**config.mk**
```make
export PLATFORM = sky130hd
export DESIGN_NAME = sram_read_port
export DESIGN_NICKNAME = d
export VERILOG_FILES = /design/src/rtl/sram_pkg.sv /design/src/rtl/sram_read_port.sv
export SDC_FILE = /design/constraint.sdc
export NUM_CORES = 1
export LEC_CHECK = 0
export BUFFER_PORTS_ARGS = -buffer_cell sky130_fd_sc_hd__buf_2
export CORE_AREA = 2 2 69 71
export CTS_CLUSTER_DIAMETER = 60
export DETAILED_ROUTE_END_ITERATION = 6
export DIE_AREA = 0 0 71 73
export PLACE_DENSITY = 0.61
export SLEW_MARGIN = 20
export SYNTH_ARGS = -nofsm -noshare
export SYNTH_HDL_FRONTEND = slang
export SYNTH_SLANG_ARGS = --single-unit
```
**constraint.sdc**
```tcl
create_clock -name clk -period 1.3 [get_ports clk]
set_clock_uncertainty 0.1 [all_clocks]
set_input_delay 0.13 -clock clk [delete_from_list [all_inputs] [get_ports clk]]
set_output_delay 0.13 -clock clk [all_outputs]
set_load 0.01 [all_outputs]
```
**src/rtl/sram_pkg.sv**
```systemverilog
`default_nettype none

package sram_pkg;

	// bus widths
	localparam int unsigned ADDR_W = 32;
	localparam int unsigned DATA_W = 64;
	localparam int unsigned STRB_W = DATA_W / 8;

	// array geometry
	localparam int unsigned MEM_WORDS = 1024;
	localparam int unsigned WORD_IDX_W = $clog2(MEM_WORDS);
	// low address bits pick a byte inside a word
	localparam int unsigned BYTE_OFS_W = $clog2(STRB_W);

	// address window served by the array
	localparam logic [ADDR_W-1:0] MEM_BASE = 32'h8000_0000;
	localparam logic [ADDR_W-1:0] MEM_BYTES = MEM_WORDS * STRB_W;

	// response codes
	localparam logic [1:0] RESP_OKAY = 2'b00;
	localparam logic [1:0] RESP_SLVERR = 2'b10;

	// true when addr falls inside the window
	function automatic logic in_window(input logic [ADDR_W-1:0] addr);
		logic [ADDR_W-1:0] ofs;
		// below base wraps to a huge offset so one compare covers both ends
		ofs = addr - MEM_BASE;
		return ofs < MEM_BYTES;
	endfunction

	// word index inside the array with the byte bits dropped
	function automatic logic [WORD_IDX_W-1:0] word_index(input logic [ADDR_W-1:0] addr);
		logic [ADDR_W-1:0] ofs;
		ofs = addr - MEM_BASE;
		return ofs[BYTE_OFS_W +: WORD_IDX_W];
	endfunction

endpackage

`default_nettype wire

```
**src/rtl/sram_read_port.sv**
```systemverilog
`timescale 1ns/1ps
`default_nettype none

module sram_read_port import sram_pkg::*; (
	input  wire logic                  clk,
	input  wire logic                  rst,

	// read address channel
	input  wire logic                  arvalid,
	input  wire logic [ADDR_W-1:0]     araddr,
	output logic                       arready,

	// read data channel
	output logic                       rvalid,
	output logic [DATA_W-1:0]          rdata,
	output logic [1:0]                 rresp,
	input  wire logic                  rready,

	// request to the store
	output logic                       rd_en,
	output logic [WORD_IDX_W-1:0]      rd_idx,
	input  wire logic [DATA_W-1:0]     rd_word
);

	// response waiting for rready
	logic pending;
	// latched window miss of the accepted address
	logic err_q;
	// address handshake this cycle
	logic ar_fire;
	// current address is inside the window
	logic ar_ok;

	// one outstanding read so ready just means nothing pending
	assign arready = ~pending;
	assign ar_fire = arvalid & arready;

	// window check on the live address
	assign ar_ok = in_window(araddr);

	// store lookup on the same edge as the handshake
	// out of window never touches the array
	assign rd_en = ar_fire & ar_ok;
	assign rd_idx = word_index(araddr);

	// pending flag
	always_ff @(posedge clk) begin
		if (rst) begin
			pending <= 1'b0;
		end else if (ar_fire) begin
			pending <= 1'b1;
		end else if (pending & rready) begin
			// response taken
			pending <= 1'b0;
		end
	end

	// error flag only updates on accept so it holds under back-pressure
	always_ff @(posedge clk) begin
		if (ar_fire) begin
			err_q <= ~ar_ok;
		end
	end

	assign rvalid = pending;

	// store output holds between lookups so data stays stable while waiting
	// misses read as zero
	assign rdata = err_q ? '0 : rd_word;
	assign rresp = err_q ? RESP_SLVERR : RESP_OKAY;

endmodule

`default_nettype wire

```
==> results.toml <==
[setup_path]
worst-path-buf-inv = 3
cpPeakStageDelay_ps = 360
crit_path_start_kind = "register"
worstPathCellList = "buf_6, buf_12, and2b_1, buf_2"
cp.required_ps = 1070
end_kind = "output port"
worst-path-max-fanout = 15
path_class = "register to output port"
crit_family = "buffers and inverters"
worstPathArrival_ps = 1200
critPathSlowestCell = "edfxtp_1"
rrSetupSlack_ps = 420

[yosys]
synthXorXnorAreaFrac = 0
synth_compound_area_frac = 0.0106
synth_top_family_by_area = "simple AND/OR/NAND/NOR gates"
synth-main-ff-cell = "edfxtp_1"
synth_edf_count = 1
ys_types = 18
synthTopCellsByCount = "nor2b_1 (35), and2b_1 (30), buf_4 (13), clkbuf_1 (5)"
syn_area_sq_um = 709
async_flop_share = 0
synth_area_leaders = "and2b_1 (32%), nor2b_1 (31%), buf_4 (14%)"
synth_fp_nets = 200
ys_seq_area_frac = 0.0705
synth_area_leader_cell = "and2b_1"
yosysMostFrequentCell = "nor2b_1"
synth_mux_area_frac = 0
syn_inst = 100
synthAdderAreaFrac = 0
synthSimpleGateAreaFrac = 0.737
synth_top_area_share = 0.317
yosys_warnings = 0
ys_ff_latch = 2
syn-mean-instance-area_sq_um = 7.09

[sta]
fmax_ghz = 0.700
post-route-period-util = 1.10
min_period_ps = 1430
rsz0062_at_grt = "yes"
setup_viol = 64
hold_viol_final = 0
fin_setup_tns_ps = -5570
maxSlewViolCount = 0
fin_ws_ps = -129

[grt]
grt-ovfl-total = 0
grt_max_degree = 60
grt_usage = 0.0904
antenna_found_initial = 0
grt_pass1_wl_mm = 3.81
grt_pass1_vias = 902

[floorplan]
start_util = 0.156
num_rows = 25
core_sq_um = 4540
fp.dieH_um = 73
dieArea_sq_um = 5180
die_x_um = 71
io-pin-count = 179

[route]
drt-pass1-iter-count = 4
routedWlPerCell_um = 10.8
drtIter0Drc = 11
ant_nets = 0
drc = 0
vias = 1181
vias_per_cell = 3.91
wl_mm = 3.25

[cells_and_area]
multiInputGateArea_sq_um = 592
drive_above_1_share = 0.710
n_antenna_cell = 0
design_area_sq_um = 1710
nets = 349
syn2layout_area_growth_pct = 141
regArea_sq_um = 50.0
fill_cells = 462

[power_and_ir_drop]
max-vdd-ir-drop_mv = 0.508
power_density_nw_per_um2 = 326
finalPower_mw = 0.558
p_leak_nw = 1.12

[clock_network]
cts.path.max_buffers = 2
cts-htree-levels = 1
numCtsBuffers = 3
cts.sink_count = 2
cts_tree = "yes"
clk-insertion-delay-late_ps = 210
cts_root_buffer = "clkbuf_8"
clkTransAtPathRegs_ps = 30

[run_status]
violations = "negative setup slack"
outcome = "finished with violations"

[flow_run]
maxCapViolCount = 0

[placed_design]
portBuffers = 154
place_area_sq_um = 1450
hpwl_mm = 2.31
gp_congestion = 0.758

[min_path]
hp-class = "primary input to register"
-- stage by stage --
step | hold WS [ps] | worst slack (ps) | cells | utilization
2_1_floorplan | 108 | 137 | 100 | -
3_3_place_gp | 160 | 29.2 | 291 | 0.321
3_5_place_dp | 160 | 28.3 | 291 | 0.321
4_1_cts | 90.7 | -141 | 297 | 0.335
5_1_grt | 116 | -167 | 302 | 0.377
6_report | 94.9 | -129 | 302 | 0.377
-- sequential cells by signal, summed over array words and instances, names as in the netlist --
register	cells
err_q	1
rvalid	1
-- area by class of cell --
cell class	count	share of cell area
flip-flops and latches	2	0.0293
repair buffers	163	0.557
clock buffers	4	0.0263
well taps	54	0.0395
inverters	1	0.00219
multi-input cells	78	0.346
-- final timing paths --
path | startpoint | to | cells after the start
setup / recovery | err_q | rdata[62] | 4
hold / removal | arvalid | rvalid | 3
setup reg to reg | rvalid | err_q | 1
hold reg to reg | rvalid | rvalid | 1
-- power breakdown --
part	switching [mW]	internal (mW)	leakage, nW	total (mW)
clock	0.0540	0.208	0.0228	0.262
combinational	0.0715	0.150	1.08	0.222
sequential	0.00393	0.0696	0.0153	0.0736
-- logic make-up after synthesis --
group                  Yosys count
and+or+nand+nor                 76
buffers and inverters           20
DFF                              2
AOI/OAI and AO/OA                1
other                            1
-- placed cells by master, fill, tap and decap left out --
master         instances
buf_4                  1
nor2_1                 2
nand2_1                1
clkbuf_16              2
nor2b_2                2
nor2b_1               26
buf_2                146
clkbuf_1               1
dlygate4sd3_1          2
nor4_1                 1
edfxtp_1               1
buf_12                 1
nor4_2                 2
nor4b_2                1
buf_6                 11
dfxtp_1                1
inv_1                  1
a211oi_1               1
conb_1                 1
or2_1                  1
nand3_1                2
nor2b_4                7
clkbuf_8               3
and2b_1               30
nor3_1                 1
-- metal layers --
layer	vias up	wire, um	track usage	share of wire
li1	587	-	-	-
met1	492	1130	0.0858	0.35
met2	96	1630	0.174	0.50
met3	6	442	0.0262	0.14
met4	0	53	0.0482	0.016
met5	-	0	0	0
-- repair_timing --
action / in CTS / in global routing
resized for setup: 1 / 19
endpoints found under the setup margin: 60 / 65
hold buffers: 2 / 0
cloned: 0 / 4
buffers inserted: 0 / 1
hold endpoints to repair: 1 / 0
No activity file was read; power rests on OpenSTA's default activity.
