===== src/rtl/sram_pkg.sv =====
`default_nettype none

package sram_pkg;

	// bus widths
	localparam int unsigned ADDR_W = 32;
	localparam int unsigned DATA_W = 64;
	localparam int unsigned STRB_W = DATA_W / 8;

	// array geometry
	localparam int unsigned MEM_WORDS = 1024;
	localparam int unsigned WORD_IDX_W = $clog2(MEM_WORDS);
	// low address bits pick a byte inside a word
	localparam int unsigned BYTE_OFS_W = $clog2(STRB_W);

	// address window served by the array
	localparam logic [ADDR_W-1:0] MEM_BASE = 32'h8000_0000;
	localparam logic [ADDR_W-1:0] MEM_BYTES = MEM_WORDS * STRB_W;

	// response codes
	localparam logic [1:0] RESP_OKAY = 2'b00;
	localparam logic [1:0] RESP_SLVERR = 2'b10;

	// true when addr falls inside the window
	function automatic logic in_window(input logic [ADDR_W-1:0] addr);
		logic [ADDR_W-1:0] ofs;
		// below base wraps to a huge offset so one compare covers both ends
		ofs = addr - MEM_BASE;
		return ofs < MEM_BYTES;
	endfunction

	// word index inside the array with the byte bits dropped
	function automatic logic [WORD_IDX_W-1:0] word_index(input logic [ADDR_W-1:0] addr);
		logic [ADDR_W-1:0] ofs;
		ofs = addr - MEM_BASE;
		return ofs[BYTE_OFS_W +: WORD_IDX_W];
	endfunction

endpackage

`default_nettype wire


===== src/rtl/sram_write_port.sv =====
`timescale 1ns/1ps
`default_nettype none

module sram_write_port import sram_pkg::*; (
	input  wire logic                  clk,
	input  wire logic                  rst,

	// write address channel
	input  wire logic                  awvalid,
	input  wire logic [ADDR_W-1:0]     awaddr,
	output logic                       awready,

	// write data channel
	input  wire logic                  wvalid,
	input  wire logic [DATA_W-1:0]     wdata,
	input  wire logic [STRB_W-1:0]     wstrb,
	output logic                       wready,

	// write response channel
	output logic                       bvalid,
	output logic [1:0]                 bresp,
	input  wire logic                  bready,

	// request to the store
	output logic                       wr_en,
	output logic [WORD_IDX_W-1:0]      wr_idx,
	output logic [DATA_W-1:0]          wr_word,
	output logic [STRB_W-1:0]          wr_strb
);

	// response waiting for bready
	logic pending;
	// registered response code
	logic [1:0] bresp_q;
	// address and data taken together
	logic w_fire;
	// current address is inside the window
	logic aw_ok;

	// both channels ready while idle
	assign awready = ~pending;
	assign wready = ~pending;

	// address and data only move as a pair
	// a lone awvalid or wvalid waits
	assign w_fire = awvalid & wvalid & ~pending;

	assign aw_ok = in_window(awaddr);

	// write goes to the array on the accept edge
	assign wr_en = w_fire & aw_ok;
	assign wr_idx = word_index(awaddr);
	// data and strobes go straight through
	assign wr_word = wdata;
	assign wr_strb = wstrb;

	// pending flag
	always_ff @(posedge clk) begin
		if (rst) begin
			pending <= 1'b0;
		end else if (w_fire) begin
			pending <= 1'b1;
		end else if (pending & bready) begin
			pending <= 1'b0;
		end
	end

	// response code captured at accept and held until taken
	always_ff @(posedge clk) begin
		if (w_fire) begin
			bresp_q <= aw_ok ? RESP_OKAY : RESP_SLVERR;
		end
	end

	assign bvalid = pending;
	assign bresp = bresp_q;

endmodule

`default_nettype wire


===== config.mk =====
export PLATFORM = sky130hd
export DESIGN_NAME = sram_write_port
export DESIGN_NICKNAME = d
export VERILOG_FILES = /design/src/rtl/sram_pkg.sv /design/src/rtl/sram_write_port.sv
export SDC_FILE = /design/constraint.sdc
export NUM_CORES = 1
export LEC_CHECK = 0
export BUFFER_PORTS_ARGS = -buffer_cell sky130_fd_sc_hd__buf_4
export CORE_AREA = 3 3 74 76
export CTS_CLUSTER_SIZE = 24
export DETAILED_ROUTE_END_ITERATION = 6
export DIE_AREA = 0 0 77 79
export SYNTH_ARGS = -nofsm -noshare
export SYNTH_HDL_FRONTEND = slang
export SYNTH_SLANG_ARGS = --single-unit

===== constraint.sdc =====
create_clock -name clk -period 1.9 [get_ports clk]
set_clock_uncertainty 0.1 [all_clocks]
set_input_delay 0.19 -clock clk [delete_from_list [all_inputs] [get_ports clk]]
set_output_delay 0.19 -clock clk [all_outputs]
set_load 0.005 [all_outputs]

==> metrics.cfg <==
[critical_path]
worst-path-buf-inv=2
cp-end-kind=output pin
cp_slowest_cell=or4_4
cp_max_fo=2
crit_type=in2out
cp.arrival_ps=1250
r2r-start=bvalid
crit_path_start=awaddr[26]
crit_top_cell=buf_4
cp-start-kind=input pin
crit_family=simple AND/OR/NAND/NOR gates
slowest_delay_ps=520
cp.required_ps=1610
path_cells=buf_4, or4_4, nor4_1, buf_4

[die]
start_util_pct=16.0
die_y_um=79
core_area_um2=4790
die-area_um2=6080
rows=25
die_x_um=77
pin_count=197

[power_and_ir_drop]
switchingPower_mw=0.0489
internal-power_mw=0.227
ir_drop_v=0.000116
powerDensity_nw_per_um2=584
switching_share_pct=17.7
p_leak_nw=0.197
combPwrFrac_pct=18.3
pwr-share-clk_pct=64.2
seqPwrFrac_pct=17.5
power_mw=0.276

[yosys]
synth_most_common_cell=buf_4
yosys.area.top_type_share_pct=82.5
syn_nets=209
async_flop_share_pct=0
yosysSeqAreaShare_pct=6.55
synth_edf_count=1
syn_inst=100
synth_area_leaders=buf_4, edfxtp_1, dfxtp_1
yosysWarnings=0
ys_types=12
syn_area_per_cell_um2=7.64
synthFlopType=edfxtp_1
synth_common_cells=buf_4, nor4_1, inv_1, nand3_1, or3_1
synth_largest_area_cell=buf_4
ys_ff_latch=2
netlist_area_um2=764

[global_routing]
top_usage_layer=met4
grt.met2_usage_pct=7.93
track_usage_pct=5.83
grt_max_degree=4
met1_usage_pct=1.30
use_met3_pct=8.84
grt_first_pass_wirelength_mm=2.49
grt_remaining_overflow=0
grt_pass1_vias=410
antenna_found_initial=0

[clocking]
cts_setup_buffers=0
clk_pin_slew_ps=30
cts_max_level=1
cts.sinks=2
cts_tree=yes
clk_path_buf_depth=2
cts_resized=0
numCtsBuffers=3
ctsHoldBuffers=0
clk_latency_ps=210
clock-root-buffer=clkbuf_8

[timing]
grt_setup_unrepaired=no
period_share_pct=81.2
drv_slew=0
tns_ps=0
fmax_ghz=0.648
hold_viol_final=0
setup_viol_count_final=0
layout_min_cycle_time_ps=1540

[route]
routed_wl_mm=1.99
antenna_left=0
first_iter_violations=5
wl_per_cell_um=17.3
vias=384
drc_errors=0
drt-pass1-iter-count=2
vias_per_cell=3.34

[worst_hold_path]
worstHoldStart=rst
hp-class=in2reg

[cells_and_area]
antenna_cells=0
area_growth_pct=-38.1
nets=158
drive_gt1_share_pct=66.7

[run_status]
status=finished, final reports clean

[place]
io_buffers=28
place_congestion=0.545
dp_hpwl_mm=1.68

[run]
cap_violations=0

==> cell families after synthesis <==
| kind of cell | Yosys count | synth area share, % |
|---|---|---|
| buffers and inverters | 86 | 83.5 |
| other | 1 | 0.491 |
| DFF | 2 | 6.55 |
| AOI/OAI and AO/OA | 1 | 0.654 |
| and+or+nand+nor | 10 | 8.84 |
==> through the flow <==
step | std cells | cell area, um^2 | utilization (%) | worst slack (ps) | hold slack (ps)
final | 115 | 473 | 9.88 | 357 | 35.2
after global placement | 111 | 428 | 8.94 | 343 | 245
after global routing | 115 | 473 | 9.88 | 196 | 34.5
after floorplan | 100 | 764 | - | 500 | 159
after CTS | 115 | 473 | 9.88 | 378 | 29.5
after detailed placement | 111 | 428 | 8.94 | 345 | 249
==> sequential cells by signal, summed over array words and instances (netlist names) <==
register	count
bresp	1
bvalid	1
==> cell type report <==
| class | instances | area, um^2 |
|---|---|---|
| inverter | 2 | 7.51 |
| fill | 555 | 4310 |
| multi-input combinational | 12 | 76.3 |
| sequential | 2 | 50.0 |
| tap | 67 | 83.8 |
| clock buffer | 4 | 45.0 |
| timing repair buffer | 28 | 210 |
==> worst register-to-register path, stage by stage (launching register included) <==
cell and delay (ps):
dfxtp_1 310, inv_1 100, nand3_1 130, inv_1 90
==> metal layers <==
layer / part of all wire [%] / up-vias
met5: 0 / -
met2: 39 / 94
met4: 12 / 0
met3: 37 / 32
li1: - / 123
met1: 11 / 135
==> placed cells by master, fill, tap and decap left out <==
| master | synthesis | routed |
|---|---|---|
| nor4b_1 | 1 | 1 |
| nand2b_1 | 1 | 1 |
| edfxtp_1 | 1 | 1 |
| a21oi_1 | 1 | 1 |
| inv_1 | 2 | 2 |
| conb_1 | 1 | 1 |
| clkbuf_1 | 0 | 1 |
| dfxtp_1 | 1 | 1 |
| or4_4 | 1 | 1 |
| or3_1 | 2 | 2 |
| nand3_1 | 2 | 2 |
| buf_4 | 84 | 28 |
| clkbuf_8 | 0 | 3 |
| nor4_1 | 3 | 3 |
==> power groups by stage <==
stage	logic, mW	clock network (mW)	registers (mW)
after floorplan	0.150	0	0.0490
after global placement	0.0504	0	0.0489
after detailed placement	0.0508	0	0.0490
after CTS	0.0510	0.184	0.0485
after global routing	0.0546	0.189	0.0490
final	0.0506	0.177	0.0484
==> worst paths after layout <==
check | end | slack [ps] | depth (start not counted)
setup / recovery | wr_en | 360 | 4
hold / removal | bvalid | 40 | 2
setup reg to reg | bresp[1] | 890 | 3
hold reg to reg | bvalid | 380 | 2
No activity file was read; power rests on OpenSTA's default activity.
